==> src/hdl/snn_pkg.sv <==
// widths, neuron constants, load mode codes and the load word union
package snn_pkg;

    // fixed-point and lane widths
    localparam int DATA_WIDTH = 16;
    localparam int LANES      = 5;
    localparam int ACC_WIDTH  = 24;
    localparam int REF_WIDTH  = 2;

    // leaky integrate-and-fire constants
    localparam logic signed [DATA_WIDTH-1:0] V_THRESHOLD = 16'sd4096;
    localparam int LEAK_SHIFT        = 3;
    localparam int REFRACTORY_PERIOD = 2;

    // initial-load modes, codes 5 to 15 write nothing
    localparam logic [3:0] MODE_NONE       = 4'd0;
    localparam logic [3:0] MODE_PARAM      = 4'd1;
    localparam logic [3:0] MODE_REFRACTORY = 4'd2;
    localparam logic [3:0] MODE_VOLTAGE    = 4'd3;
    localparam logic [3:0] MODE_WEIGHT     = 4'd4;

    // one 80-bit load word, read through the view the mode selects
    typedef union packed {
        // lane 0 sits in the low bits
        logic [LANES-1:0][DATA_WIDTH-1:0] weight;
        struct packed {
            logic [47:0]           pad;
            logic [DATA_WIDTH-1:0] bias;
            logic [DATA_WIDTH-1:0] encoder;
        } param;
        // voltage, or refractory count in the low bits
        struct packed {
            logic [63:0]           pad;
            logic [DATA_WIDTH-1:0] value;
        } scalar;
    } load_word_u;

endpackage

==> src/hdl/lif_neuron.sv <==
// combinational leaky integrate-and-fire update with refractory countdown
`timescale 1ns/10ps

module lif_neuron import snn_pkg::*; (
    input  logic signed [DATA_WIDTH-1:0] bias,
    input  logic signed [DATA_WIDTH-1:0] encoder,
    input  logic signed [DATA_WIDTH-1:0] voltage_old,
    input  logic [REF_WIDTH-1:0]         refractory_old,
    output logic signed [DATA_WIDTH-1:0] voltage_new,
    output logic [REF_WIDTH-1:0]         refractory_new,
    output logic                         spike
);

    logic signed [DATA_WIDTH-1:0] current;
    logic signed [DATA_WIDTH-1:0] leak;
    logic signed [DATA_WIDTH-1:0] v_next;

    // all sums wrap at 16 bits
    assign current = bias + encoder;
    assign leak    = voltage_old >>> LEAK_SHIFT;
    assign v_next  = voltage_old - leak + current;

    always_comb begin
        if (refractory_old != '0) begin
            // resting, voltage held at zero
            voltage_new    = '0;
            refractory_new = refractory_old - 1'b1;
            spike          = 1'b0;
        end else if (v_next >= V_THRESHOLD) begin
            voltage_new    = '0;
            refractory_new = REF_WIDTH'(REFRACTORY_PERIOD);
            spike          = 1'b1;
        end else begin
            voltage_new    = v_next;
            refractory_new = '0;
            spike          = 1'b0;
        end
    end

    // a host-loaded count of 3 must still drain below the period
    always_comb begin
        a_ref_bound: assert (refractory_new <= REFRACTORY_PERIOD);
    end

endmodule

==> config.mk <==
export PLATFORM = sky130hd
export DESIGN_NAME = lif_neuron
export DESIGN_NICKNAME = d
export VERILOG_FILES = /design/src/hdl/snn_pkg.sv /design/src/hdl/lif_neuron.sv
export SDC_FILE = /design/constraint.sdc
export NUM_CORES = 1
export LEC_CHECK = 0
export BUFFER_PORTS_ARGS = -buffer_cell sky130_fd_sc_hd__clkbuf_2
export CAP_MARGIN = 15
export CORE_AREA = 2 2 52 73
export DETAILED_ROUTE_END_ITERATION = 8
export DIE_AREA = 0 0 54 75
export PLACE_DENSITY = 0.88
export SYNTH_ARGS = -nofsm -noshare
export SYNTH_HDL_FRONTEND = slang
export SYNTH_SLANG_ARGS = --single-unit
export TNS_END_PERCENT = 5
==> constraint.sdc <==
create_clock -name vclk -period 3.65
set_input_delay 0 -clock vclk [all_inputs]
set_output_delay 0 -clock vclk [all_outputs]
set_load 0.005 [all_outputs]
==> metrics.txt <==
CP startpoint kind=input pin; fillers=a little over 300; global-route wire length before repair=around 5800 um; Pwr Total=1.03 mW; vias in the first global route=roughly 1,500; met3 Resource Use GR=less than 1%; Final ANT Viol Nets=0; CP required=roughly 3.7 ns; Max-Cap Viols=0; vias=approximately 1,600; Yosys Warn Count=0; Post-Syn Area per Cell=approximately 8.3 sq um; Syn Nets=297; count leader, synth=inv_1; slowest CP cell=fa_1; Min-Delay Startpoint=bias[0]; sequential cell count=0; min Tclk post-route=around 3.6 ns; leading area contributor after synthesis=fa_1; diode count=0; FMAX=roughly 280 MHz; layout cells sized above 1=between 30% and 40%; Worst Setup End Kind=output pin; RD Place Congestion=about 0.79; area grow syn2layout=28.3%; CP peak stage delay=around 0.52 ns; max_slew headroom=approximately three quarters; I/O Buffers=69; hold_buf cts=0; busiest grt layer=met2; Crit path arrival time=~3.6 ns; Tot GR Track Use=a little under a fifth; Hold Path End=voltage_new[0]; sequential element share of the synthesized area=0%; worst-margin pin slew=between 0.3 and 0.4 ns; LEAKAGE=approximately 1.2 nW; fin crit share=approximately 98%; Worst Hold Class=input pin to output pin; die height=roughly 75 um; Pins Over Slew Limit=0; Reg area=0 sq um; Initial Util=approximately 50%; Synth area leaders=fa_1, inv_1, ha_1; fin nets=about 370; Post-Synthesis Cell Area=between 0.0015 and 0.002 sq mm; Die W=54 um; synthesized netlist cell count=about 200; synth unique cells=30; DR vias/cell=5.00; clock buf count=0; DRC=0; Worst Path Max Fanout=7; CP Cell Sequence=clkbuf_2 > inv_1 > fa_1 > inv_1 > fa_1 > inv_1 > ha_1 > fa_2 > a211oi_2 > o21ai_2 > a31oi_4 > buf_4 > o31ai_4 > xnor2_2 > a31oi_4 > nor4_2 > clkbuf_2; Ports=between 60 and 70; Synth top area share=approximately 36%; wire length per cell=11.7 um; status=completed; grt met1 use=18.7%; die footprint=between 0.004 and 0.005 sq mm; crit path kind=input pin to output pin; final hold violations=0; Iteration-0 DRC Markers=11; Hold Path Stages=5; initial antenna violation count=0; most used cell, CP=inv_1; TNS Setup=0 ns; Detailed Route WL=roughly 3600 um; top post-synthesis cells by count=inv_1, fa_1, ha_1, nand2_1; Pwr Density=477 mW/mm^2; crit path from=voltage_old[4]; HPWL after DPL=between 3000 and 4000 um; worst vdd ir=between 0.0003 and 0.0004 V; M2 GR Usage=39.2%; core area=~0.0034 sq mm; row count=25; largest net degree at the start of global routing=15; gr ovfl total=0; first drt pass iteration count=4; Setup violations, final=0
==> power by group <==
part | leakage, nW | switching [mW] | internal (mW)
logic | 1.22 | 0.599 | 0.432
registers | 0 | 0 | 0
clock network | 0 | 0 | 0
total | 1.22 | 0.599 | 0.432
==> worst max-delay path by stage <==
| stage | end | slack (ns) | cells past startpoint |
|---|---|---|---|
| global placement | voltage_new[9] | 0.11 | 15 |
| floorplan | voltage_new[10] | 0.37 | 15 |
| CTS | voltage_new[9] | 0.04 | 16 |
| detailed placement | voltage_new[10] | -0.02 | 16 |
| finish | voltage_new[11] | 0.09 | 17 |
| global route | voltage_new[4] | -0.05 | 16 |
==> area by class of cell <==
type | instances | area, sq um | share of cell area (%)
Inverter | 70 | 263 | 12.2
Multi-Input combinational cell | 130 | 1490 | 68.8
Tap cell | 40 | 50.0 | 2.32
Timing Repair Buffer | 71 | 360 | 16.7
==> through the flow <==
stage	instances	utilization (%)	setup WS [ns]	hold WS, ns	area (sq um)
3_5_place_dp	308	61.0	-0.0193	0.409	2060
2_1_floorplan	202	-	0.374	0.151	1680
6_report	311	63.9	0.0889	0.449	2160
4_1_cts	308	61.3	0.0387	0.422	2070
5_1_grt	311	63.9	-0.0532	0.492	2160
3_3_place_gp	308	61.0	0.114	0.407	2060
==> routing by layer <==
layer	part of all wire, %	vias to the layer above
met5	0	-
met4	0.41	0
met3	5.4	4
met2	56	59
met1	38	733
li1	-	758
==> cells by family after synthesis <==
logic type,count (synthesis),share of synthesized area (%)
buffers and inverters,73,16.7
adders and majority gates,45,46.8
and+or+nand+nor,36,10.8
AOI/OAI and AO/OA,32,16.4
xor gates and xnor gates,16,9.22
==> what timing repair did <==
item | 4_1_cts | 5_1_grt
hold endpoints to repair | 0 | 0
cloned | 0 | 1
buffers inserted | 0 | 2
pin swaps | 0 | 10
endpoints found under the setup margin | 2 | 14
gates resized for setup | 2 | 10
==> worst max-delay path, delay by kind of cell <==
kind                       cells  cell delay [ns]
adders and majority gates      4             1.63
AOI/OAI and AO/OA              5             0.78
buffers and inverters          6             0.58
xor gates and xnor gates       1             0.30
and+or+nand+nor                1             0.27
==> cell usage in the layout (no fill, tap or decap), drive strengths merged <==
cell,instances
a21o,3
nand2,12
nor4,9
o211ai,2
a21bo,1
o21ai,4
and2,1
a21oi,10
nor2,10
xor2,4
nand4,2
inv,70
a211oi,3
o31ai,3
o21a,3
xnor2,12
buf,2
ha,15
a31oi,4
nand3,1
nor2b,1
clkbuf,69
fa,30
Note: power is estimated with default switching activity, not from simulation.
