`config.mk`:
```
export PLATFORM = sky130hd
export DESIGN_NAME = neuron_scheduler
export DESIGN_NICKNAME = d
export VERILOG_FILES = /design/src/hdl/neuron_scheduler.sv
export SDC_FILE = /design/constraint.sdc
export NUM_CORES = 1
export LEC_CHECK = 0
export ABC_AREA = 1
export BUFFER_PORTS_ARGS = -buffer_cell sky130_fd_sc_hd__buf_2
export CORE_MARGIN = 1.5
export CORE_UTILIZATION = 48
export CTS_BUF_LIST = sky130_fd_sc_hd__clkbuf_8
export CTS_CLUSTER_DIAMETER = 60
export DETAILED_ROUTE_END_ITERATION = 6
export GPL_ROUTABILITY_DRIVEN = 0
export HOLD_SLACK_MARGIN = 0.12
export PLACE_DENSITY = 0.8
export SYNTH_ARGS = -nofsm -noshare
export SYNTH_HDL_FRONTEND = slang
export SYNTH_SLANG_ARGS = --single-unit
export TNS_END_PERCENT = 30
```
`constraint.sdc`:
```
create_clock -name clk -period 1.3 [get_ports clk]
set_input_delay 0.26 -clock clk [delete_from_list [all_inputs] [get_ports clk]]
set_output_delay 0.26 -clock clk [all_outputs]
set_load 0.05 [all_outputs]
```
`src/hdl/neuron_scheduler.sv`:
```
// neuron address sweep feeding a read stage and a write-back stage
`timescale 1ns/10ps

module neuron_scheduler #(
    parameter int NEURON_NUM = 1024,
    localparam int ADDR_WIDTH = $clog2(NEURON_NUM)
) (
    input  logic                  clk,
    input  logic                  rst,
    input  logic                  sweep_start,
    output logic                  read_en,
    output logic [ADDR_WIDTH-1:0] read_addr,
    output logic                  write_en,
    output logic [ADDR_WIDTH-1:0] write_addr,
    output logic                  accum_en,
    output logic                  sweep_done
);

    localparam logic [ADDR_WIDTH-1:0] LAST_ADDR = ADDR_WIDTH'(NEURON_NUM - 1);

    always_ff @(posedge clk or negedge rst) begin
        if (!rst) begin
            read_en    <= 1'b0;
            read_addr  <= '0;
            write_en   <= 1'b0;
            write_addr <= '0;
            sweep_done <= 1'b0;
        end else begin
            // stage one: issue one address per cycle
            if (sweep_start) begin
                read_en   <= 1'b1;
                read_addr <= '0;
            end else if (read_en) begin
                if (read_addr == LAST_ADDR) begin
                    read_en <= 1'b0;
                end else begin
                    read_addr <= read_addr + 1'b1;
                end
            end
            // stage two: write back while the read data is on the bus
            write_en   <= read_en;
            write_addr <= read_addr;
            sweep_done <= write_en && (write_addr == LAST_ADDR);
        end
    end

    // weights on the bus belong to a live neuron in the write-back stage
    assign accum_en = write_en;

    a_addr_range: assert property (
        @(posedge clk) disable iff (!rst) read_en |-> (read_addr < NEURON_NUM)
    );

endmodule

```
==> impl_metrics.env <==
export IMPL_drt_first_pass_iters=4
export IMPL_worstPathMaxFanout=8
export IMPL_multiInputGateArea_um2=415
export IMPL_endpoint_kind="output pin"
export IMPL_cts_buffers=3
export IMPL_syn_cell_area_um2=1010
export IMPL_antenna_cells=0
export IMPL_critPathLaunchType="flop"
export IMPL_worstMarginPinSlew_ps=487
export IMPL_drcViolationCount=0
export IMPL_grt_pass1_wl_mm=3.63
export IMPL_cap_violations=0
export IMPL_cts_htree_levels=1
export IMPL_gr_total_overflow=0
export IMPL_finalPower_uw=1320
export IMPL_drtAntennaViolNets=0
export IMPL_dpl_instance_area_um2=1260
export IMPL_synth_compound_area_share=0.0717
export IMPL_area_growth_pct=39.6
export IMPL_clock_fmax_ghz=0.765
export IMPL_port_buffer_count=26
export IMPL_wl_per_cell_um=12.7
export IMPL_ys_ff_latch=23
export IMPL_final_area_um2=1410
export IMPL_grtUsageTotal=0.199
export IMPL_nets=153
export IMPL_yosysWarnings=0
export IMPL_drive_above_1_share=0.486
export IMPL_design_die_area_um2=2390
export IMPL_synth_top_area_frac=0.569
export IMPL_setup_slack_ps=-7.50
export IMPL_synth_area_top_cells="dfrtp_1, nand2_1, o21ai_2"
export IMPL_syn_inst=102
export IMPL_path_class="flop to output pin"
export IMPL_finalHoldViolCount=0
export IMPL_synth_simple_gate_area_frac=0.279
export IMPL_start_util=0.511
export IMPL_powerDensity_nw_per_um2=935
export IMPL_grt_setup_unrepaired="true"
export IMPL_crit_chain="buf_4, clkbuf_4"
export IMPL_wl_mm=2.22
export IMPL_required_ps=1040
export IMPL_clockBufferDepth=2
export IMPL_crit_path_top_delay_cell="dfrtp_2"
export IMPL_timing_hold_ws_ps=346
export IMPL_fin_cells=175
export IMPL_row_count=16
export IMPL_vias=867
export IMPL_cts_clk_slew_worst_paths_ps=80
export IMPL_synthAdderAreaFrac=0.0124
export IMPL_cts_sinks=23
export IMPL_die_w_um=48.9
export IMPL_slowest_delay_ps=410
export IMPL_grt_start_max_net_pins=24
export IMPL_crit_arrival_ps=1050
export IMPL_drt_iter0_drc=24
export IMPL_grt_pass1_vias=787
export IMPL_postSynthNetCount=106
export IMPL_p_leak_uw=0.000728
export IMPL_antenna_found_initial=0
export IMPL_synth_xor_area_share=0.00865
export IMPL_finalCritPeriodShare=1.01
export IMPL_violations="setup timing"
export IMPL_clock_skew_ps=2.93
export IMPL_peakVddDrop_v=0.000549
export IMPL_slew_violations=0
export IMPL_syn_area_per_cell_um2=9.92
export IMPL_setup_viol=4
export IMPL_regArea_um2=588
export IMPL_status="complete, but fails checks"
export IMPL_hpwlAfterDp_mm=1.51
export IMPL_nFillCells=133
export IMPL_ioPinCount=27
export IMPL_placed_cells=162
export IMPL_die_h_um=48.9
export IMPL_synth_cell_type_count=20
export IMPL_cts_tree="yes"
export IMPL_clock_latency_ps=260
export IMPL_synth_top_area_cell="dfrtp_1"
export IMPL_slew_headroom=0.675
export IMPL_vias_per_cell=4.95
export IMPL_synth_mux_area_frac=0
export IMPL_coreArea_um2=1980
export IMPL_post_route_min_period_ps=1310
export IMPL_yosysSeqAreaShare=0.569
export IMPL_setup_tns_ps=-14.7
export IMPL_root_buffer="clkbuf_8"
export IMPL_synth_top_family_by_area="simple AND/OR/NAND/NOR gates"
export IMPL_hold_path_class="primary input to flop"
worst max-delay path, delay by kind of cell (launching register included):
kind,cells,cell delay [ps]
flip-flops,1,410
buffers and inverters,2,370
layer usage:
metal  global-route usage  part of all wire
met2                0.333              0.48
met3               0.0215             0.036
met4               0.0952             0.022
met1                0.260              0.46
met5                    0                 0
state kept, by name, summed over array words and instances, names as in the netlist:
| register | count |
|---|---|
| read_addr | 10 |
| accum_en | 1 |
| read_en | 1 |
| write_addr | 10 |
| sweep_done | 1 |
repair_timing:
item	4_1_cts	5_1_grt
endpoints found under the hold margin	23	0
pin swaps	1	3
gates cloned	0	1
buffers inserted	2	5
hold buffers	1	0
endpoints found under the setup margin	3	16
gates resized for setup	1	10
report_power, final:
| part | internal [µW] | switching (µW) | total, µW |
|---|---|---|---|
| logic | 45.6 | 99.5 | 145 |
| registers | 732 | 16.1 | 748 |
| clock network | 211 | 218 | 429 |
cells in the final DEF (no fill, tap or decap):
cell type / count
nand3_1: 9
clkbuf_8: 3
nand3b_1: 2
xor2_1: 1
nand2_2: 2
nand2_1: 28
clkinv_1: 1
inv_4: 1
nand4_1: 3
inv_1: 9
nor2_2: 1
clkbuf_4: 1
buf_6: 2
dfrtp_1: 13
o21ai_1: 1
nand2_8: 1
dfrtp_2: 10
nor3_1: 1
buf_4: 16
o21ai_2: 6
nand2_4: 2
nor2_1: 5
buf_12: 1
o21bai_1: 2
nand3_4: 1
nor2_4: 2
dlygate4sd3_1: 1
ha_4: 1
buf_2: 22
final cells by class:
type / instances / area share
Sequential cell: 23 / 0.416
Multi-Input combinational cell: 68 / 0.294
Tap cell: 27 / 0.0239
Clock inverter: 1 / 0.00266
Timing Repair Buffer: 43 / 0.205
Clock buffer: 3 / 0.0292
Inverter: 10 / 0.0283
path summary, 6_finish.rpt:
kind	start	cells past startpoint	endpoint	slack, ps
max	read_addr[5]	2	read_addr[5]	-8
min	sweep_start	4	read_addr[0]	350
max reg2reg	read_addr[0]	8	read_addr[7]	-8
min reg2reg	read_addr[8]	0	write_addr[8]	420
max in group asynchronous	rst	2	read_addr[4]	450
min in group asynchronous	rst	2	read_en	490
kinds of logic (layout without fill, tap and decap cells):
family / after synthesis / after routing
buffers and inverters: 12 / 57
and+or+nand+nor: 56 / 57
DFF: 23 / 23
xor gates and xnor gates: 1 / 1
adders and majority gates: 1 / 1
AOI/OAI and AO/OA: 9 / 9
stage by stage:
| stage | worst slack (ps) | util |
|---|---|---|
| after floorplan | -188 | - |
| after global placement | 29.4 | 0.634 |
| after detailed placement | -20.4 | 0.634 |
| after CTS | -9.11 | 0.670 |
| after global routing | -54.8 | 0.713 |
| final | -7.50 | 0.713 |
synthesized netlist by cell type:
master / number
buf_4: 1
buf_8: 1
clkinv_1: 1
dfrtp_1: 23
ha_1: 1
inv_1: 8
inv_2: 1
nand2_1: 31
nand2_8: 1
nand3_1: 9
nand3_4: 1
nand3b_1: 2
nand4_1: 3
nor2_1: 6
nor2_4: 2
nor3_1: 1
o21ai_1: 1
o21ai_2: 6
o21bai_1: 2
xor2_1: 1
Note: power is estimated with default switching activity, not from simulation.
