--- config.mk ---
export PLATFORM = sky130hd
export DESIGN_NAME = core_control
export DESIGN_NICKNAME = d
export VERILOG_FILES = /design/src/hdl/snn_pkg.sv /design/src/hdl/core_control.sv
export SDC_FILE = /design/constraint.sdc
export NUM_CORES = 1
export LEC_CHECK = 0
export ABC_AREA = 0
export ABC_CLOCK_PERIOD_IN_PS = 1400
export BUFFER_PORTS_ARGS = -buffer_cell sky130_fd_sc_hd__clkbuf_2
export CORE_AREA = 3 3 40 42
export DETAILED_ROUTE_END_ITERATION = 16
export DIE_AREA = 0 0 43 45
export PLACE_DENSITY_LB_ADDON = 0.15
export SLEW_MARGIN = 20
export SYNTH_ARGS = -nofsm -noshare
export SYNTH_HDL_FRONTEND = slang
export SYNTH_SLANG_ARGS = --single-unit
--- constraint.sdc ---
create_clock -name clk -period 1.4 [get_ports clk]
set_input_delay 0.07 -clock clk [delete_from_list [all_inputs] [get_ports clk]]
set_output_delay 0.07 -clock clk [all_outputs]
set_load 0.01 [all_outputs]
--- src/hdl/snn_pkg.sv ---
// widths, neuron constants, load mode codes and the load word union
package snn_pkg;

    // fixed-point and lane widths
    localparam int DATA_WIDTH = 16;
    localparam int LANES      = 5;
    localparam int ACC_WIDTH  = 24;
    localparam int REF_WIDTH  = 2;

    // leaky integrate-and-fire constants
    localparam logic signed [DATA_WIDTH-1:0] V_THRESHOLD = 16'sd4096;
    localparam int LEAK_SHIFT        = 3;
    localparam int REFRACTORY_PERIOD = 2;

    // initial-load modes, codes 5 to 15 write nothing
    localparam logic [3:0] MODE_NONE       = 4'd0;
    localparam logic [3:0] MODE_PARAM      = 4'd1;
    localparam logic [3:0] MODE_REFRACTORY = 4'd2;
    localparam logic [3:0] MODE_VOLTAGE    = 4'd3;
    localparam logic [3:0] MODE_WEIGHT     = 4'd4;

    // one 80-bit load word, read through the view the mode selects
    typedef union packed {
        // lane 0 sits in the low bits
        logic [LANES-1:0][DATA_WIDTH-1:0] weight;
        struct packed {
            logic [47:0]           pad;
            logic [DATA_WIDTH-1:0] bias;
            logic [DATA_WIDTH-1:0] encoder;
        } param;
        // voltage, or refractory count in the low bits
        struct packed {
            logic [63:0]           pad;
            logic [DATA_WIDTH-1:0] value;
        } scalar;
    } load_word_u;

endpackage

--- src/hdl/core_control.sv ---
// idle/initial/compute/done state machine with sweep launch and output valid pulse
`timescale 1ns/10ps

module core_control import snn_pkg::*; (
    input  logic       clk,
    input  logic       rst,
    input  logic       start_snn_compute,
    input  logic [3:0] sram_initial_mode,
    input  logic       sweep_done,
    output logic       load_allowed,
    output logic       sweep_start,
    output logic       snn_output_valid
);

    // one-hot states
    localparam logic [3:0] IDLE    = 4'b0001;
    localparam logic [3:0] INITIAL = 4'b0010;
    localparam logic [3:0] COMPUTE = 4'b0100;
    localparam logic [3:0] DONE    = 4'b1000;

    logic [3:0] state;
    logic [3:0] next_state;

    always_ff @(posedge clk or negedge rst) begin
        if (!rst) begin
            state            <= IDLE;
            snn_output_valid <= 1'b0;
        end else begin
            state            <= next_state;
            snn_output_valid <= (state == DONE);
        end
    end

    always_comb begin
        next_state = state;
        case (state)
            IDLE: begin
                // start wins over a pending load mode
                if (start_snn_compute) begin
                    next_state = COMPUTE;
                end else if (sram_initial_mode != MODE_NONE) begin
                    next_state = INITIAL;
                end
            end
            INITIAL: begin
                if (sram_initial_mode == MODE_NONE) begin
                    next_state = IDLE;
                end
            end
            COMPUTE: begin
                if (sweep_done) begin
                    next_state = DONE;
                end
            end
            default: begin
                next_state = IDLE;
            end
        endcase
    end

    assign load_allowed = (state == IDLE) || (state == INITIAL);
    // accepted strobe, seen by scheduler and decoder on the edge into compute
    assign sweep_start  = (state == IDLE) && start_snn_compute;

    a_valid_single: assert property (
        @(posedge clk) disable iff (!rst) snn_output_valid |=> !snn_output_valid
    );

endmodule

==> impl_metrics.xml, run 1 <==
<?xml version="1.0" encoding="UTF-8"?>
<metrics>
  <group name="sta">
    <metric name="fmaxAchievable" unit="GHz">0.713</metric>
    <metric name="final.setup_skew" unit="ps">1.68</metric>
    <metric name="worst_pin_slew" unit="ps">335</metric>
    <metric name="final-hold-violation-count" unit="">0</metric>
    <metric name="setup_violators_final" unit="">1</metric>
    <metric name="maxSlewHeadroom" unit="%">77.5</metric>
    <metric name="rsz0062_at_grt" unit="">yes</metric>
    <metric name="finalMaxSlewViolations" unit="">0</metric>
    <metric name="part_of_the_cycle_the_worst_path_needs" unit="%">100</metric>
    <metric name="timing.final.ws_setup" unit="ps">-2.77</metric>
    <metric name="fin_worst_hold_slack" unit="ps">54.8</metric>
    <metric name="period_needed" unit="ps">1400</metric>
  </group>
  <group name="grt">
    <metric name="grt_util_all_layers" unit="%">8.37</metric>
    <metric name="overflow" unit="">0</metric>
    <metric name="grt_first_pass_wirelength" unit="µm">1110</metric>
    <metric name="antenna_violations_before_repair" unit="">0</metric>
    <metric name="via_count_of_the_first_global_routing_pass" unit="">259</metric>
    <metric name="grt_max_degree" unit="">8</metric>
  </group>
  <group name="yosys">
    <metric name="syn_area" unit="µm²">256</metric>
    <metric name="synthMostInstantiatedCell" unit="">sky130_fd_sc_hd__dfrtp_1</metric>
    <metric name="synth_warnings" unit="">0</metric>
    <metric name="synth_enable_flop_cells" unit="">0</metric>
    <metric name="proportion_of_netlist_area_held_by_the_largest_area_contributor" unit="%">39.0</metric>
    <metric name="yosys_most_used_dff" unit="">sky130_fd_sc_hd__dfrtp_1</metric>
    <metric name="yosys-top-cells-count" unit="">sky130_fd_sc_hd__dfrtp_1, sky130_fd_sc_hd__nand2b_1</metric>
    <metric name="ys_async_sr_fraction" unit="%">100</metric>
    <metric name="postSynthNetCount" unit="">31</metric>
    <metric name="yosys_register_bits" unit="">5</metric>
    <metric name="syn-mean-instance-area" unit="µm²">11.2</metric>
    <metric name="cell_taking_the_most_area_after_synthesis" unit="">sky130_fd_sc_hd__dfrtp_1</metric>
    <metric name="distinct_cell_type_count_after_synthesis" unit="">13</metric>
    <metric name="post_synthesis_instance_total" unit="">23</metric>
    <metric name="synth.area.top_cells" unit="">sky130_fd_sc_hd__dfrtp_1, sky130_fd_sc_hd__dfstp_2, sky130_fd_sc_hd__nor4_4</metric>
    <metric name="seq_area_frac_synth" unit="%">49.3</metric>
  </group>
  <group name="floorplanning">
    <metric name="placementRows" unit="">13</metric>
    <metric name="floorplan.core_area" unit="mm²">0.00128</metric>
    <metric name="die-width" unit="µm">43</metric>
    <metric name="io_pins" unit="">11</metric>
    <metric name="initial_standard_cell_utilization_of_the_core" unit="%">20.0</metric>
    <metric name="die_h" unit="µm">45</metric>
    <metric name="die-area" unit="mm²">0.00194</metric>
  </group>
  <group name="routing">
    <metric name="drt_pass1_iterations" unit="">4</metric>
    <metric name="vias_per_cell" unit="">4.81</metric>
    <metric name="via_count" unit="">260</metric>
    <metric name="drt_first_iter_violations" unit="">6</metric>
    <metric name="post-route-drc-count" unit="">0</metric>
    <metric name="wirelength" unit="µm">654</metric>
    <metric name="detail-route-antenna-nets" unit="">0</metric>
    <metric name="routed_wire_length_per_instance" unit="µm">12.1</metric>
  </group>
  <group name="hold_path">
    <metric name="holdCritPathClass" unit="">input pin to register</metric>
    <metric name="min_to" unit="">state[3]$_DFFE_PN0P_</metric>
    <metric name="min_delay_path_depth" unit="">2</metric>
    <metric name="hold_start" unit="">sweep_done</metric>
  </group>
  <group name="cts">
    <metric name="tritoncts" unit="">yes</metric>
    <metric name="ctsRootBufferMaster" unit="">sky130_fd_sc_hd__clkbuf_4</metric>
    <metric name="path_clk_slew" unit="ps">40</metric>
    <metric name="cts.sink_count" unit="">5</metric>
    <metric name="htree_levels" unit="">1</metric>
    <metric name="cts_made_buffers" unit="">3</metric>
    <metric name="clock_tree.buffer_depth" unit="">2</metric>
    <metric name="clk-insertion-delay-late" unit="ps">250</metric>
  </group>
  <group name="worst_setup_path">
    <metric name="r2r_slack" unit="ps">250</metric>
    <metric name="reg2reg_from" unit="">state[2]$_DFFE_PN0P_</metric>
    <metric name="cp.arrival" unit="ps">1330</metric>
    <metric name="worst-path-max-fanout" unit="">3</metric>
    <metric name="critPathKind" unit="">register to output port</metric>
    <metric name="critPathLaunchType" unit="">register</metric>
    <metric name="crit-reg2reg-capture" unit="">state[3]$_DFFE_PN0P_</metric>
    <metric name="worst-r2r-cell-count" unit="">3</metric>
    <metric name="endpoint_kind" unit="">output port</metric>
    <metric name="worst-endpoint-required" unit="ps">1330</metric>
  </group>
  <group name="layout">
    <metric name="layout.filler_cells" unit="">139</metric>
    <metric name="ff_latch_area" unit="µm²">126</metric>
    <metric name="final_util" unit="%">30.2</metric>
    <metric name="antenna_cells_inserted" unit="">0</metric>
    <metric name="post_route_cells_drive_above_1_share" unit="%">46.2</metric>
    <metric name="nNetsFinal" unit="">48</metric>
    <metric name="multiInputGateArea" unit="µm²">145</metric>
    <metric name="design_area" unit="µm²">388</metric>
    <metric name="areaGrowthSynthToFinish" unit="%">51.2</metric>
  </group>
  <group name="pwr">
    <metric name="power-per-cell-area" unit="mW/mm²">1980</metric>
    <metric name="totalPowerFinal" unit="W">0.000769</metric>
    <metric name="power_leakage" unit="nW">0.167</metric>
    <metric name="vdd.ir_drop.worst" unit="mV">0.539</metric>
  </group>
  <group name="run_status">
    <metric name="failed_checks" unit="">negative setup slack</metric>
    <metric name="outcome" unit="">complete, but fails checks</metric>
  </group>
  <group name="run">
    <metric name="maxcap_viol_count" unit="">0</metric>
  </group>
  <group name="placement">
    <metric name="post_dp_cell_area" unit="µm²">325</metric>
    <metric name="place.port_buffers" unit="">10</metric>
    <metric name="routabilityCongestion" unit="">0.736</metric>
  </group>
</metrics>
==> logic make-up (layout without fill, tap and decap cells) <==
group,Yosys count,count (layout),share of synthesized area (%)
AND/OR/NAND/NOR,13,13,39.0
flip-flops,5,5,49.3
AO/OA/AOI/OAI,4,4,10.2
buffers and inverters,1,17,1.46
==> power by group <==
| part | total (W) | internal [W] | switching (W) |
|---|---|---|---|
| clock network | 0.000173 | 0.000108 | 0.0000653 |
| registers | 0.000279 | 0.000202 | 0.0000765 |
| logic | 0.000317 | 0.000167 | 0.000150 |
==> final cells by class <==
type	instances	share of cell area (%)
multi-input cells	17	37.4
flip-flops and latches	5	32.6
repair buffers	12	17.4
clock buffers	4	6.77
well taps	15	4.84
inverters	1	0.968
==> worst max-delay path, stage by stage, from the launching register on <==
cell	delay (ps)
sky130_fd_sc_hd__dfstp_2	560
sky130_fd_sc_hd__nand2b_4	80
sky130_fd_sc_hd__nor3_4	180
sky130_fd_sc_hd__and2_1	140
sky130_fd_sc_hd__buf_2	120
==> placed cells by master, fill, tap and decap left out, drive strengths merged <==
cell and instances:
nor3 2, nor4b 2, dfrtp 4, clkbuf 13, buf 2, nand2b 3, a31oi 1, dlygate4sd3 1
dfstp 1, nor4 3, o21ai 1, a211oi 2, and2 2, nor3b 1, inv 1
==> stage by stage <==
stage | setup slack (ps) | setup TNS [ps] | std cells
after CTS | 23.6 | 0 | 54
after global placement | 236 | 0 | 48
final | -2.77 | -2.77 | 54
after global routing | -92.8 | -92.8 | 54
after detailed placement | 209 | 0 | 48
after floorplan | 356 | 0 | 23
==> routing by layer <==
metal  track usage, %  vias up  wire, µm
met5                0        -         0
met4             3.61        0         8
met3             7.17        3        88
met2             11.7       16       315
met1             9.05      121       243
li1                 -      120         -
==> worst max path at each step <==
stage | from | endpoint
global route | state[0]$_DFFE_PN1P_ | sweep_start
floorplan | state[0]$_DFFE_PN1P_ | sweep_start
global placement | state[0]$_DFFE_PN1P_ | sweep_start
CTS | state[0]$_DFFE_PN1P_ | sweep_start
detailed placement | state[0]$_DFFE_PN1P_ | sweep_start
finish | state[0]$_DFFE_PN1P_ | sweep_start
==> registers in the layout (all words and copies together) (netlist names) <==
| register | flops |
|---|---|
| snn_output_valid | 1 |
| state | 4 |
==> what timing repair did <==
action,in CTS,in global routing
endpoints found under the setup margin,1,2
endpoints found under the hold margin,5,0
setup buffers,1,0
gates resized for setup,1,3
cloned,0,0
pin swaps,0,2
hold buffers,1,0
(Power assumes the default switching activity.)
==> run 2, diff against run 1 <==
Settings changed: ABC_CLOCK_PERIOD_IN_PS 1400 to 1750, PLACE_DENSITY set to 0.44, PLACE_DENSITY_LB_ADDON 0.15 to not set.
Clock period 1.4 ns to 1.75 ns, I/O delays scaled along.
==> run 2 against run 1 <==
Effect of this change: the flow now finishes without violations; combinational power fell by 43%; critical path depth unchanged; flip-flop and latch count unchanged; via count shrank 9.6%; sequential share of layout area increased by 2.4 points; clock-buffer cell count did not move; power is 31% lower; die area did not move; critical endpoint unchanged; highest routed layer unchanged.
==> impl_metrics.xml, run 2 (synthesis gave the netlist of run 1 again) <==
<?xml version="1.0" encoding="UTF-8"?>
<metrics>
  <group name="run_status">
    <metric name="outcome" unit="">finished, final reports clean</metric>
  </group>
  <group name="grt">
    <metric name="grt_first_pass_wirelength" unit="µm">1010</metric>
    <metric name="overflow" unit="">0</metric>
    <metric name="via_count_of_the_first_global_routing_pass" unit="">266</metric>
    <metric name="antenna_violations_before_repair" unit="">0</metric>
    <metric name="grt_max_degree" unit="">8</metric>
    <metric name="grt_util_all_layers" unit="%">7.79</metric>
  </group>
  <group name="worst_setup_path">
    <metric name="critPathLaunch" unit="">state[0]$_DFFE_PN1P_</metric>
    <metric name="endpoint_kind" unit="">output port</metric>
    <metric name="r2r_slack" unit="ps">600</metric>
    <metric name="worst-endpoint-required" unit="ps">1660</metric>
    <metric name="path_cells" unit="">nand2b_1 &gt; nor3_1 &gt; and2_1 &gt; clkbuf_2</metric>
    <metric name="critPathLaunchType" unit="">register</metric>
    <metric name="cp.arrival" unit="ps">1370</metric>
    <metric name="critPathKind" unit="">register to output port</metric>
    <metric name="timing.critical_path.slowest_cell_delay" unit="ps">570</metric>
    <metric name="worst-path-max-fanout" unit="">6</metric>
    <metric name="slowest_stage" unit="">sky130_fd_sc_hd__dfstp_2</metric>
    <metric name="worst-r2r-cell-count" unit="">3</metric>
    <metric name="cp_num_cells" unit="">4</metric>
    <metric name="critPathTopFamily" unit="">flip-flops</metric>
    <metric name="critPathCapture" unit="">sweep_start</metric>
    <metric name="crit-reg2reg-capture" unit="">state[1]$_DFFE_PN0P_</metric>
    <metric name="worstPathBufferInverterCount" unit="">1</metric>
    <metric name="reg2reg_from" unit="">state[0]$_DFFE_PN1P_</metric>
  </group>
  <group name="cts">
    <metric name="path_clk_slew" unit="ps">40</metric>
    <metric name="clock_tree.buffer_depth" unit="">2</metric>
    <metric name="cts.sink_count" unit="">5</metric>
    <metric name="clk-insertion-delay-late" unit="ps">240</metric>
    <metric name="cts_made_buffers" unit="">3</metric>
    <metric name="ctsRootBufferMaster" unit="">sky130_fd_sc_hd__clkbuf_4</metric>
    <metric name="htree_levels" unit="">1</metric>
    <metric name="post_cts_hold_buffer_count" unit="">1</metric>
    <metric name="cts_repair_resize_count" unit="">0</metric>
    <metric name="post_cts_buffers" unit="">0</metric>
    <metric name="tritoncts" unit="">yes</metric>
  </group>
  <group name="sta">
    <metric name="worst_pin_slew" unit="ps">339</metric>
    <metric name="fmaxAchievable" unit="GHz">0.684</metric>
    <metric name="setup_violators_final" unit="">0</metric>
    <metric name="period_needed" unit="ps">1460</metric>
    <metric name="timing.final.ws_setup" unit="ps">288</metric>
    <metric name="part_of_the_cycle_the_worst_path_needs" unit="%">83.6</metric>
    <metric name="final.setup_skew" unit="ps">1.63</metric>
    <metric name="final.setup.tns" unit="ps">0</metric>
    <metric name="maxSlewHeadroom" unit="%">77.2</metric>
    <metric name="rsz0062_at_grt" unit="">no</metric>
    <metric name="finalMaxSlewViolations" unit="">0</metric>
    <metric name="final-hold-violation-count" unit="">0</metric>
  </group>
  <group name="layout">
    <metric name="post_route_cells_drive_above_1_share" unit="%">39.5</metric>
    <metric name="design_area" unit="µm²">362</metric>
    <metric name="largest_register_ff_count" unit="">4</metric>
    <metric name="layout_top_registers" unit="">state (4), snn_output_valid (1)</metric>
    <metric name="final_cell_mix" unit="">sky130_fd_sc_hd__clkbuf_2, sky130_fd_sc_hd__dfrtp_1, sky130_fd_sc_hd__nand2b_1, sky130_fd_sc_hd__clkbuf_4</metric>
    <metric name="nNetsFinal" unit="">47</metric>
    <metric name="final_util" unit="%">28.1</metric>
    <metric name="mostFrequentLayoutCell" unit="">sky130_fd_sc_hd__clkbuf_2</metric>
    <metric name="areaGrowthSynthToFinish" unit="%">41.0</metric>
    <metric name="antenna_cells_inserted" unit="">0</metric>
    <metric name="ff_latch_area" unit="µm²">126</metric>
    <metric name="largest_register" unit="">state</metric>
    <metric name="layout.filler_cells" unit="">148</metric>
    <metric name="multiInputGateArea" unit="µm²">126</metric>
  </group>
  <group name="floorplanning">
    <metric name="die-area" unit="mm²">0.00194</metric>
    <metric name="die-width" unit="µm">43</metric>
    <metric name="floorplan.core_area" unit="mm²">0.00128</metric>
    <metric name="placementRows" unit="">13</metric>
    <metric name="die_h" unit="µm">45</metric>
    <metric name="initial_standard_cell_utilization_of_the_core" unit="%">20.0</metric>
    <metric name="io_pins" unit="">11</metric>
  </group>
  <group name="run">
    <metric name="maxcap_viol_count" unit="">0</metric>
  </group>
  <group name="pwr">
    <metric name="power-per-cell-area" unit="mW/mm²">1470</metric>
    <metric name="totalPowerFinal" unit="W">0.000531</metric>
    <metric name="power_leakage" unit="nW">0.156</metric>
    <metric name="vdd.ir_drop.worst" unit="mV">0.625</metric>
  </group>
  <group name="routing">
    <metric name="wirelength" unit="µm">570</metric>
    <metric name="drt_first_iter_violations" unit="">5</metric>
    <metric name="detail-route-antenna-nets" unit="">0</metric>
    <metric name="drt_pass1_iterations" unit="">2</metric>
    <metric name="post-route-drc-count" unit="">0</metric>
    <metric name="via_count" unit="">235</metric>
    <metric name="vias_per_cell" unit="">4.43</metric>
    <metric name="routed_wire_length_per_instance" unit="µm">10.8</metric>
  </group>
  <group name="placement">
    <metric name="post_dp_cell_area" unit="µm²">325</metric>
    <metric name="pre_cts_ws" unit="ps">550</metric>
    <metric name="routabilityCongestion" unit="">0.785</metric>
    <metric name="place.port_buffers" unit="">10</metric>
  </group>
  <group name="hold_path">
    <metric name="holdCritPathClass" unit="">input pin to register</metric>
  </group>
</metrics>
## run 2: changes by cell type in the layout (fill, tap and decap cells not counted)
cell and delta:
sky130_fd_sc_hd__nor3_4 -1, sky130_fd_sc_hd__nand2b_1 +1, sky130_fd_sc_hd__buf_4 -1, sky130_fd_sc_hd__nand2b_4 -1, sky130_fd_sc_hd__nor3_1 +1, sky130_fd_sc_hd__buf_2 -1, sky130_fd_sc_hd__clkbuf_2 +1
## run 2: worst reg2reg max path, cell delays in order, from the launching register on
cell and delay [ps]:
sky130_fd_sc_hd__dfstp_2 570, sky130_fd_sc_hd__nand2b_1 100, sky130_fd_sc_hd__o21ai_1 120, sky130_fd_sc_hd__nor4b_1 250
## run 2: how the worst min path moves through the flow
stage / slack [ps] / end / startpoint / cells past startpoint
final: 80 / state[3]$_DFFE_PN0P_ / sweep_done / 2
after global routing: 100 / state[3]$_DFFE_PN0P_ / sweep_done / 2
after CTS: 80 / state[3]$_DFFE_PN0P_ / sweep_done / 2
after detailed placement: -90 / snn_output_valid$_DFF_PN0_ / rst / 1
after global placement: -90 / snn_output_valid$_DFF_PN0_ / rst / 1
after floorplan: -210 / snn_output_valid$_DFF_PN0_ / rst / 0
## run 2: stage by stage
step	instances	hold WS, ps
finish	53	77.6
global route	53	98.1
CTS	53	78.2
detailed placement	48	-88.5
global placement	48	-88.7
floorplan	23	-208
## run 2: layout make-up
cell class	count	share of cell area (%)
inverters	1	1.04
flip-flops and latches	5	34.9
well taps	15	5.19
repair buffers	11	16.6
clock buffers	4	7.27
multi-input cells	17	34.9
## run 2: metal layers
| layer | global-route usage [%] | part of all wire [%] |
|---|---|---|
| met1 | 8.09 | 47 |
| met5 | 0 | 0 |
| met3 | 2.39 | 5.4 |
| met2 | 10.8 | 44 |
| met4 | 10.8 | 3.3 |
## run 2: where the power goes
part	switching (W)	internal [W]
Clock	0.0000459	0.0000861
Combinational	0.0000893	0.0000921
Sequential	0.0000551	0.000162
Total	0.000190	0.000340
