===== config.mk =====
export PLATFORM = sky130hd
export DESIGN_NAME = decoder_accumulator
export DESIGN_NICKNAME = d
export VERILOG_FILES = /design/src/hdl/snn_pkg.sv /design/src/hdl/decoder_accumulator.sv
export SDC_FILE = /design/constraint.sdc
export NUM_CORES = 1
export LEC_CHECK = 0
export CORE_AREA = 3 3 209 211
export DETAILED_ROUTE_END_ITERATION = 8
export DIE_AREA = 0 0 212 214
export DONT_BUFFER_PORTS = 1
export GPL_TIMING_DRIVEN = 0
export SLEW_MARGIN = 20
export SYNTH_ARGS = -nofsm -noshare
export SYNTH_HDL_FRONTEND = slang
export SYNTH_SLANG_ARGS = --single-unit

===== constraint.sdc =====
create_clock -name clk -period 7.2 [get_ports clk]
set_input_delay 0.36 -clock clk [delete_from_list [all_inputs] [get_ports clk]]
set_output_delay 0.36 -clock clk [all_outputs]
set_load 0.05 [all_outputs]

===== src/hdl/snn_pkg.sv =====
// widths, neuron constants, load mode codes and the load word union
package snn_pkg;

    // fixed-point and lane widths
    localparam int DATA_WIDTH = 16;
    localparam int LANES      = 5;
    localparam int ACC_WIDTH  = 24;
    localparam int REF_WIDTH  = 2;

    // leaky integrate-and-fire constants
    localparam logic signed [DATA_WIDTH-1:0] V_THRESHOLD = 16'sd4096;
    localparam int LEAK_SHIFT        = 3;
    localparam int REFRACTORY_PERIOD = 2;

    // initial-load modes, codes 5 to 15 write nothing
    localparam logic [3:0] MODE_NONE       = 4'd0;
    localparam logic [3:0] MODE_PARAM      = 4'd1;
    localparam logic [3:0] MODE_REFRACTORY = 4'd2;
    localparam logic [3:0] MODE_VOLTAGE    = 4'd3;
    localparam logic [3:0] MODE_WEIGHT     = 4'd4;

    // one 80-bit load word, read through the view the mode selects
    typedef union packed {
        // lane 0 sits in the low bits
        logic [LANES-1:0][DATA_WIDTH-1:0] weight;
        struct packed {
            logic [47:0]           pad;
            logic [DATA_WIDTH-1:0] bias;
            logic [DATA_WIDTH-1:0] encoder;
        } param;
        // voltage, or refractory count in the low bits
        struct packed {
            logic [63:0]           pad;
            logic [DATA_WIDTH-1:0] value;
        } scalar;
    } load_word_u;

endpackage


===== src/hdl/decoder_accumulator.sv =====
// five decoder accumulators summing the weights of spiking neurons
`timescale 1ns/10ps

module decoder_accumulator import snn_pkg::*; (
    input  logic                              clk,
    input  logic                              rst,
    input  logic                              sweep_start,
    input  logic                              accum_en,
    input  logic                              spike,
    input  logic [LANES-1:0][DATA_WIDTH-1:0]  weights,
    output logic [LANES-1:0][ACC_WIDTH-1:0]   u_adapt
);

    logic [LANES-1:0][ACC_WIDTH-1:0] weight_ext;

    // sign-extend each lane to accumulator width
    always_comb begin
        for (int i = 0; i < LANES; i++) begin
            weight_ext[i] = {{(ACC_WIDTH-DATA_WIDTH){weights[i][DATA_WIDTH-1]}}, weights[i]};
        end
    end

    always_ff @(posedge clk or negedge rst) begin
        if (!rst) begin
            u_adapt <= '0;
        end else if (sweep_start) begin
            u_adapt <= '0;
        end else if (accum_en && spike) begin
            // sums wrap modulo 2^ACC_WIDTH
            for (int i = 0; i < LANES; i++) begin
                u_adapt[i] <= u_adapt[i] + weight_ext[i];
            end
        end
    end

endmodule


==> run summary, run 1 <==
Min-Delay Path Class: input pin to register
CTS Buf Count: 17
CTS Buffer Depth: 2
Die Ht: 214 um
Final Util: 28.2%
Die width: 212 um
Routability congestion estimate: 0.865
Worst hold endpoint: u_adapt[119]
CP max FO: 5
Critical Path End Type: register
Maximum vdd drop: 0.000134 V
Hold Violations, Final: 0
Number of post-CTS setup repair buffers: 0
GR Util met1: 21.6%
Worst path slowest cell: dfrtp_1
Reg power frac: 37.2%
Initial antenna violation count: 2
Total GRT Usage: 17.1%
Peak Freq: 0.265 GHz
Worst-path clk slew: 0.07 ns
CP max stage delay: 0.65 ns
CP Launch Type: register
Rows: 75
R2R cell count: 11
DRT Pass-1 Iters: 5
Post-synth top area share: 28.8%
Cell area after synthesis: 0.0104 mm^2
Skew final: 0.00931 ns
Initial core utilization: 24.9%
WP buf/inv: 1
Most flops, register: u_adapt
CTS H-tree lvls: 4
Arrival @ worst endpoint: 4.13 ns
GR Util met2: 26.4%
Layout cells sized above 1: 4.02%
Int Power: 1590 uW
TritonCTS clock tree: done
Average cell area after synthesis: 8.13 um^2
Clk_lat worst skew: 0.45 ns
Routed Antenna Nets: 0
Clock power frac: 38.8%
Count leader, synth: nand2_1
# port buffers: 0
Number of flip-flops in the largest register: 120
Die area: 0.0454 mm^2
Remaining global-route overflow: 0
Routed WL: 39500 um
Vias post-DR: 10018
Pwr Total: 2580 uW
Met3 GRT Util: 6.81%
Reg2Reg Setup Slack: 3.42 ns
Yosys Warn Count: 0
Largest delay share family, worst path: compound AO/OA/AOI/OAI gates
Flip-flop and latch count after synthesis: 120
GRT busiest layer: met2
Number of global-route vias before repair: 9467
PostCTS Resize Cnt: 0
Worst Hold Depth: 3
Number of remaining DRC errors: 0
RSZ-0062 raised after global routing: no
Final Max Tran Viols: 0
Worst EP required: 7.55 ns
Final setup violation count: 0
Mean routed wirelength per cell: 21.3 um
Launch point of the worst path: u_adapt[0]
Syn Inst Count: 1283
First-pass GRT wire length: 58500 um
Core box area: 0.0419 mm^2
RR Startpoint: u_adapt[0]
Top cells by count, synth: nand2_1 (159), a21oi_1 (153), dfrtp_1 (120)
Layout area overhead: 13.2%
Logic pwr share: 24.0%
Post-synth EDFFs: 0
Setup Crit Path Kind: register to register
Hold_sp: weights[79]
Min Tclk post-route: 3.78 ns
1st-iter DRT viols: 633
Top Registers: u_adapt x120
Status: complete, no violations
I/O pin total: 205
Leak: 0.00535 uW
Post-synth cell types: 71
Post-detailed-route via-to-cell ratio: 5.39
Number of cells on the critical path: 11
Slew @ Worst Pin: 1.13 ns
Power per cell area: 219 mW/mm^2
Top cells by area, synth: dfrtp_1 (29%), ha_1 (14%), a21oi_1 (7.3%)
RR Endpoint: u_adapt[22]
Sequential element share of the synthesized area: 28.8%
Setup TNS Final: 0 ns
Period utilisation layout: 52.4%
Nets: 1509
Worst-path cell chain: ha_1 -> inv_1 -> fa_1 -> nand2b_1 -> a21oi_1 -> o21ai_0 -> a21oi_1 -> o211ai_1 -> a2111oi_1 -> nor3_1 -> o31ai_1
Root Buffer: clkbuf_16
Clock sink count: 120
Syn_nets: 1488
# Max-Cap Violations: 0
Post-synth ARST share: 100%
Ys flop type: dfrtp_1
Relative slew slack: 24.9%
Switching portion of total power: 38.5%
Post-DP HPWL: 29300 um
Net Sw Power: 994 uW
Cell repeated most along the worst path: a21oi_1
Largest net degree at the start of global routing: 121
Cell taking the most area after synthesis: dfrtp_1
==> how the worst max path moves through the flow <==
stage | endpoint | slack (ns)
6_report | u_adapt[22] | 3.42
5_1_grt | u_adapt[22] | 3.01
4_1_cts | u_adapt[22] | 3.37
3_5_place_dp | u_adapt[22] | 3.40
3_3_place_gp | u_adapt[22] | 3.44
2_1_floorplan | u_adapt[22] | 4.21
==> logic make-up (layout without fill, tap and decap cells) <==
family | after synthesis | in the layout | share of synthesized area, %
flops | 120 | 120 | 28.8
compound gates | 448 | 448 | 27.4
buf+inv | 95 | 129 | 3.42
other cells | 0 | 2 | 0
mux | 8 | 8 | 0.804
xor+xnor | 54 | 54 | 4.54
simple gates | 438 | 438 | 20.3
fa+ha+maj | 120 | 120 | 14.8
==> stage by stage <==
step	instances	area, um^2	hold WS [ns]	setup slack (ns)
6_report	1858	11800	0.160	3.42
4_1_cts	1856	11800	0.118	3.37
5_1_grt	1857	11800	0.153	3.01
3_3_place_gp	1822	11100	0.0696	3.44
3_5_place_dp	1822	11100	0.0691	3.40
2_1_floorplan	1283	10400	0.0644	4.21
==> power by group through the flow <==
stage          registers (uW)  logic, uW  clock network (uW)
2_1_floorplan             943        464                   0
3_3_place_gp              975        584                   0
3_5_place_dp              976        595                   0
4_1_cts                   963        618                1040
5_1_grt                   969        698                1060
6_report                  960        620                1000
==> layer usage <==
metal	share of wire, %	vias up
li1	-	4788
met1	44	4822
met2	44	350
met3	9.5	56
met4	2.6	2
met5	0.051	-
==> worst min-delay path, delay by kind of cell <==
kind / cells / cell delay, ns
and+or+nand+nor: 1 / 0.08
AOI/OAI and AO/OA: 2 / 0.13
==> layout make-up <==
type / instances / area (um^2)
well taps: 539 / 674
fillers: 4487 / 30100
inverters: 50 / 188
plain buffers: 45 / 170
repair buffers: 2 / 37.5
clock buffers: 18 / 439
flip-flops and latches: 120 / 3000
diodes: 2 / 5.00
multi-input cells: 1068 / 7070
clock inverters: 14 / 223
==> cell usage in the layout, fill, tap and decap left out, types with 18 or more instances in the layout <==
master	instances
o21a_1	19
ha_1	115
xnor2_1	32
nand2b_1	18
nor2b_1	21
and3_1	21
nand3_1	35
inv_1	50
o21ai_0	83
clkbuf_1	28
or3_1	19
nor2_1	78
a21oi_1	153
a211oi_1	27
xor2_1	22
nand2_1	159
a21o_1	49
nor3_1	30
dfrtp_1	120
==> what timing repair did <==
item,4_1_cts,5_1_grt
hold buffers,2,0
hold endpoints to repair,120,0
endpoints found under the setup margin,0,0
Power figures use the tool's default switching activity.
==> run 2, diff against run 1 <==
--- a/config.mk
+++ b/config.mk
@@ -5,9 +5,10 @@
 export SDC_FILE = /design/constraint.sdc
 export NUM_CORES = 1
 export LEC_CHECK = 0
-export CORE_AREA = 3 3 209 211
+export ABC_AREA = 1
+export CORE_AREA = 3 3 231 233
 export DETAILED_ROUTE_END_ITERATION = 8
-export DIE_AREA = 0 0 212 214
+export DIE_AREA = 0 0 234 236
 export DONT_BUFFER_PORTS = 1
 export GPL_TIMING_DRIVEN = 0
 export SLEW_MARGIN = 20
==> constraint.sdc (replaced) <==
create_clock -name clk -period 3.39 [get_ports clk]
set_input_delay 0.1695 -clock clk [delete_from_list [all_inputs] [get_ports clk]]
set_output_delay 0.1695 -clock clk [all_outputs]
set_load 0.05 [all_outputs]
==> run summary, run 2 <==
Final hold slack: 0.0467 ns (was 0.160 ns)
Layout cells sized above 1: 4.23% (was 4.02%)
RR Endpoint: u_adapt[64] (was u_adapt[22])
Yosys Warn Count: 0 (unchanged)
Routed WL: 46200 um (was 39500 um)
TritonCTS clock tree: done (unchanged)
Final Util: 28.2% (about the same)
Slew @ Worst Pin: 0.836 ns (was 1.13 ns)
Setup Crit Path Kind: register to register (unchanged)
Reg2Reg Setup Slack: 0.60 ns (was 3.42 ns)
Flip-flop and latch count after synthesis: 120 (unchanged)
Die width: 234 um (was 212 um)
Root Buffer: clkbuf_16 (unchanged)
Power per cell area: 387 mW/mm^2 (was 219 mW/mm^2)
Final Max Tran Viols: 0 (unchanged)
Post-detailed-route via-to-cell ratio: 4.46 (was 5.39)
Setup TNS Final: 0 ns (unchanged)
Clock sink count: 120 (unchanged)
Critical Path End Type: register (unchanged)
# port buffers: 0 (unchanged)
# Max-Cap Violations: 0 (unchanged)
Most frequent cells in the layout: nand2_1 (963), inv_1 (410), nor2_1 (161) (was nand2_1 (159), a21oi_1 (153), dfrtp_1 (120))
Post-synth top area share: 28.2% (was 28.8%)
Worst EP required: 3.75 ns (was 7.55 ns)
1st-iter DRT viols: 749 (was 633)
Area of the multi-input gates: 0.00816 mm^2 (was 0.00707 mm^2)
Number of post-CTS setup repair buffers: 0 (unchanged)
Relative slew slack: 44.3% (was 24.9%)
Post-synth cell types: 33 (was 71)
Largest net degree at the start of global routing: 121 (unchanged)
Number of global-route vias before repair: 12345 (was 9467)
Sequential element share of the synthesized area: 23.4% (was 28.8%)
RSZ-0062 raised after global routing: no (unchanged)
Setup ws final: 0.599 ns (was 3.42 ns)
CTS Buffer Depth: 2 (unchanged)
Worst hold endpoint: u_adapt[25] (was u_adapt[119])
Worst Hold Depth: 3 (unchanged)
Top Registers: u_adapt x120 (unchanged)
Peak Freq: 0.358 GHz (was 0.265 GHz)
Status: complete, no violations (unchanged)
Routability congestion estimate: 0.922 (was 0.865)
Min Tclk post-route: 2.79 ns (was 3.78 ns)
Count leader, synth: nand2_1 (unchanged)
CP max FO: 4 (was 5)
Ys flop type: dfrtp_1 (unchanged)
I/O pin total: 205 (unchanged)
Most flops, register: u_adapt (unchanged)
Skew final: 0.0115 ns (was 0.00931 ns)
Maximum vdd drop: 0.000348 V (was 0.000134 V)
R2R cell count: 13 (was 11)
Syn Inst Count: 2221 (was 1283)
Die Ht: 236 um (was 214 um)
DRT Pass-1 Iters: 5 (unchanged)
RR Startpoint: u_adapt[48] (was u_adapt[0])
Top cells by area, synth: nand2_1 (28%), dfrtp_1 (23%), inv_1 (12%) (was dfrtp_1 (29%), ha_1 (14%), a21oi_1 (7.3%))
CTS Buf Count: 17 (unchanged)
Routed Antenna Nets: 0 (unchanged)
Post-DP HPWL: 37300 um (was 29300 um)
Final setup violation count: 0 (unchanged)
Mean routed wirelength per cell: 15.7 um (was 21.3 um)
Most common cell after layout, fill and taps aside: nand2_1 (unchanged)
Top cells by count, synth: nand2_1 (963), inv_1 (410), nor2_1 (161) (was nand2_1 (159), a21oi_1 (153), dfrtp_1 (120))
Period utilisation layout: 82.3% (was 52.4%)
Rows: 83 (was 75)
Post-synth ARST share: 100% (unchanged)
Layout area overhead: 13.0% (was 13.2%)
Worst-path clk slew: 0.06 ns (was 0.07 ns)
Place WS: 0.667 ns (was 3.40 ns)
Core box area: 0.0514 mm^2 (was 0.0419 mm^2)
Number of flip-flops in the largest register: 120 (unchanged)
CTS H-tree lvls: 4 (unchanged)
Arrival @ worst endpoint: 3.15 ns (was 4.13 ns)
Initial antenna violation count: 3 (was 2)
Hold Violations, Final: 0 (unchanged)
Average cell area after synthesis: 5.77 um^2 (was 8.13 um^2)
Cell taking the most area after synthesis: nand2_1 (was dfrtp_1)
Post-synth EDFFs: 0 (unchanged)
Total GRT Usage: 17.0% (was 17.1%)
CP Launch Type: register (unchanged)
PostCTS Resize Cnt: 0 (unchanged)
Vias post-DR: 13167 (was 10018)
Remaining global-route overflow: 0 (unchanged)
First-pass GRT wire length: 71100 um (was 58500 um)
Min-Delay Path Class: input pin to register (unchanged)
Nets: 2462 (was 1509)
Number of remaining DRC errors: 0 (unchanged)
Clk_lat worst skew: 0.48 ns (was 0.45 ns)
Cell area after synthesis: 0.0128 mm^2 (was 0.0104 mm^2)
CTS Hold Buffers Added: 17 (was 2)
Hold_sp: weights[17] (was weights[79])
Initial core utilization: 25.0% (was 24.9%)
# fillers: 5796 (was 4487)
Leak: 0.00854 uW (was 0.00535 uW)
FF/Latch Area: 0.00300 mm^2 (unchanged)
Syn_nets: 2426 (was 1488)
Die area: 0.0552 mm^2 (was 0.0454 mm^2)
==> run 2: cells by family after synthesis <==
group / synth area share [%]
buf+inv: 12.9
compound gates: 7.93
simple gates: 43.0
xor+xnor: 0.683
fa+ha+maj: 12.0
flops: 23.4
==> run 2: where the power goes <==
part | leakage [uW] | internal, uW | switching (uW)
clock network | 0.000310 | 1260 | 784
registers | 0.00163 | 1520 | 505
logic | 0.00661 | 499 | 1040
==> run 2: how the worst max path moves through the flow <==
stage | start | endpoint | slack [ns] | depth (start not counted)
floorplan | u_adapt[72] | u_adapt[84] | 1.18 | 13
global placement | u_adapt[48] | u_adapt[64] | 0.67 | 13
detailed placement | u_adapt[48] | u_adapt[60] | 0.67 | 13
CTS | u_adapt[48] | u_adapt[60] | 0.65 | 13
global route | u_adapt[48] | u_adapt[60] | 0.39 | 13
finish | u_adapt[48] | u_adapt[64] | 0.60 | 13
==> run 2: metal layers <==
metal,routed length [um],vias to the layer above,global-route usage (%)
met5,31,-,0
met4,1020,4,5.14
met3,3830,46,5.88
met2,20600,333,27.0
met1,20700,5850,21.7
li1,-,6934,-
==> run 2: cell type report <==
| class | count | area share [%] |
|---|---|---|
| Clock buffer | 20 | 3.15 |
| Buffer | 24 | 0.803 |
| Antenna cell | 1 | 0.0173 |
| Tap cell | 680 | 5.87 |
| Sequential cell | 120 | 20.7 |
| Inverter | 411 | 10.6 |
| Timing Repair Buffer | 17 | 1.29 |
| Multi-Input combinational cell | 1666 | 56.3 |
| Clock inverter | 12 | 1.20 |
==> run 2: per-stage QoR <==
step                instances  total power (uW)  instance area, um^2
detailed placement       2901              3540                13700
CTS                      2950              5710                14500
floorplan                2221              3130                12800
finish                   2951              5610                14500
global route             2950              6010                14500
global placement         2901              3540                13700
==> run 2: worst max-delay path, cell delays in order, from the launching register on <==
cell	delay, ns
dfrtp_1	0.66
ha_1	0.49
inv_1	0.10
fa_1	0.37
inv_1	0.13
nand2_1	0.10
o21ai_2	0.28
nand2_1	0.09
nand2_1	0.13
nand2_1	0.10
nand2_1	0.06
nand2_1	0.04
nand3_1	0.06
nand2_1	0.05
==> run 3, diff against run 2 <==
--- a/config.mk
+++ b/config.mk
@@ -5,10 +5,10 @@
 export SDC_FILE = /design/constraint.sdc
 export NUM_CORES = 1
 export LEC_CHECK = 0
-export ABC_AREA = 1
-export CORE_AREA = 3 3 231 233
+export ABC_AREA = 0
+export CORE_AREA = 3 3 209 211
 export DETAILED_ROUTE_END_ITERATION = 8
-export DIE_AREA = 0 0 234 236
+export DIE_AREA = 0 0 212 214
 export DONT_BUFFER_PORTS = 1
 export GPL_TIMING_DRIVEN = 0
 export SLEW_MARGIN = 20
==> constraint.sdc (replaced) <==
create_clock -name clk -period 2.7 [get_ports clk]
set_input_delay 0.135 -clock clk [delete_from_list [all_inputs] [get_ports clk]]
set_output_delay 0.135 -clock clk [all_outputs]
set_load 0.05 [all_outputs]
==> run summary, run 3 (same netlist as run 1, synthesis figures left out) <==
CTS H-tree lvls: 4 (unchanged)
Relative slew slack: 27.2% (was 44.3%)
Total GRT Usage: 17.9% (was 17.0%)
Routed Antenna Nets: 0 (unchanged)
N_diodes: 0 (was 1)
Root Buffer: clkbuf_16 (unchanged)
DRT Pass-1 Iters: 5 (unchanged)
Clock sink count: 120 (unchanged)
Power per cell area: 519 mW/mm^2 (was 387 mW/mm^2)
Critical Path End Type: register (unchanged)
Area of the multi-input gates: 0.00818 mm^2 (was 0.00816 mm^2)
Most frequent cells in the layout: nand2_1 (157), a21oi_1 (138), nor2_1 (76) (was nand2_1 (963), inv_1 (410), nor2_1 (161))
Clk_lat worst skew: 0.45 ns (was 0.48 ns)
CP Launch Type: register (unchanged)
Number of flip-flops in the largest register: 120 (unchanged)
Post-DP HPWL: 30000 um (was 37300 um)
Min Tclk post-route: 2.81 ns (was 2.79 ns)
Maximum vdd drop: 0.000375 V (was 0.000348 V)
CP max FO: 3 (was 4)
Worst-path clk slew: 0.06 ns (about the same)
FF/Latch Area: 0.00311 mm^2 (was 0.00300 mm^2)
1st-iter DRT viols: 678 (was 749)
Final Util: 31.8% (was 28.2%)
Top Registers: u_adapt x120 (unchanged)
Initial antenna violation count: 1 (was 3)
Failing checks: negative hold slack, negative setup slack
R2R cell count: 12 (was 13)
Finished Layout Cells: 1904 (was 2951)
Rows: 75 (was 83)
Most flops, register: u_adapt (unchanged)
Die width: 212 um (was 234 um)
Remaining global-route overflow: 0 (unchanged)
Worst EP required: 3.08 ns (was 3.75 ns)
Placed cells: 1822 (was 2901)
Skew final: 0.0116 ns (was 0.0115 ns)
Setup Crit Path Kind: register to register (unchanged)
Mean routed wirelength per cell: 21.9 um (was 15.7 um)
Die area: 0.0454 mm^2 (was 0.0552 mm^2)
Launch point of the worst path: u_adapt[48] (unchanged)
Reg2Reg Setup Slack: -0.11 ns (was 0.60 ns)
Arrival @ worst endpoint: 3.20 ns (was 3.15 ns)
Core box area: 0.0419 mm^2 (was 0.0514 mm^2)
Most common cell after layout, fill and taps aside: nand2_1 (unchanged)
Peak Freq: 0.355 GHz (was 0.358 GHz)
Post-route cell area: 0.0133 mm^2 (was 0.0145 mm^2)
Die Ht: 214 um (was 236 um)
CTS Buffer Depth: 2 (unchanged)
Leak: 0.00556 uW (was 0.00854 uW)
Area after DPL: 0.0112 mm^2 (was 0.0137 mm^2)
Final setup violation count: 10 (was 0)
Status: complete, but fails checks (was complete, no violations)
RR Startpoint: u_adapt[48] (unchanged)
Final hold slack: -0.617 ns (was 0.0467 ns)
Setup ws final: -0.114 ns (was 0.599 ns)
Final Max Tran Viols: 0 (unchanged)
I/O pin total: 205 (unchanged)
Slew @ Worst Pin: 1.09 ns (was 0.836 ns)
TritonCTS clock tree: done (unchanged)
RSZ-0062 raised after global routing: yes (was no)
CTS Buf Count: 17 (unchanged)
Number of remaining DRC errors: 0 (unchanged)
Number of global-route vias before repair: 9982 (was 12345)
Hold Violations, Final: 120 (was 0)
First-pass GRT wire length: 62200 um (was 71100 um)
Min-Delay Path Class: input pin to asynchronous set/reset pin (was input pin to register)
Layout cells sized above 1: 22.1% (was 4.23%)
# fillers: 4303 (was 5796)
# Max-Cap Violations: 0 (unchanged)
Initial core utilization: 24.9% (was 25.0%)
Vias post-DR: 10189 (was 13167)
Post-detailed-route via-to-cell ratio: 5.35 (was 4.46)
Routed WL: 41800 um (was 46200 um)
CTS Hold Buffers Added: 9 (was 17)
# port buffers: 0 (unchanged)
Routability congestion estimate: 0.864 (was 0.922)
RR Endpoint: u_adapt[70] (was u_adapt[64])
Nets: 1557 (was 2462)
Period utilisation layout: 104% (was 82.3%)
Layout area overhead: 27.8% (was 13.0%)
Largest net degree at the start of global routing: 121 (unchanged)
-- run 3: cell types whose count changed in the layout (fill, tap and decap cells not counted), sizes merged, moves of 27 or more --
cell / change
a21o: +49
nand2: -816
buf: +35
a211oi: +27
nor2: -102
a21oi: +50
nand3: -102
inv: -361
xnor2: +29
clkbuf: +31
-- run 3: what timing repair did --
| item | in CTS | in global routing |
|---|---|---|
| pin swaps | 49 | 54 |
| resized for setup | 141 | 122 |
| endpoints found under the setup margin | 59 | 54 |
| buffers inserted | 26 | 17 |
| hold endpoints to repair | 128 | 120 |
-- run 3: area by class of cell --
class / count / area share (%)
Tap cell: 539 / 5.06
Buffer: 44 / 1.26
Multi-Input combinational cell: 1068 / 61.4
Timing Repair Buffer: 51 / 3.19
Clock buffer: 25 / 3.87
Clock inverter: 7 / 0.498
Sequential cell: 120 / 23.3
Inverter: 50 / 1.41
-- run 3: critical path, cell delays in order, from the launching register on --
cell and delay, ns:
dfrtp_2 0.55, ha_4 0.19, inv_2 0.04, fa_2 0.39, nor2b_4 0.17, o31ai_4 0.10
a21oi_2 0.22, buf_4 0.16, o21ai_2 0.05, a21boi_2 0.19, o2111ai_2 0.18, a2111o_1 0.45
nand3_1 0.07
-- run 3: report_power, final --
part           internal (uW)  switching [uW]
clock                   1410             948
sequential              1940             666
combinational            850            1110
-- run 3: worst max-delay path by stage --
stage,to,slack (ns),depth (start not counted)
after global routing,u_adapt[22],-0.25,11
final,u_adapt[70],-0.11,12
after detailed placement,u_adapt[21],-0.59,9
after floorplan,u_adapt[47],0.003,9
after CTS,u_adapt[22],-0.24,11
after global placement,u_adapt[21],-0.60,9
-- run 3: routing by layer --
layer / global-route usage, % / share of wire, %
met4: 4.42 / 2.2
met3: 7.02 / 9.1
met1: 22.8 / 43
met2: 28.4 / 45
met5: 0 / 0
-- run 3: per-stage QoR --
step | total power, uW | worst slack (ns) | TNS [ns]
5_1_grt | 7290 | -0.252 | -2.35
3_3_place_gp | 4190 | -0.604 | -15.30
4_1_cts | 6790 | -0.245 | -1.25
2_1_floorplan | 3770 | 0.00265 | 0
6_report | 6920 | -0.114 | -0.630
3_5_place_dp | 4220 | -0.593 | -17.70
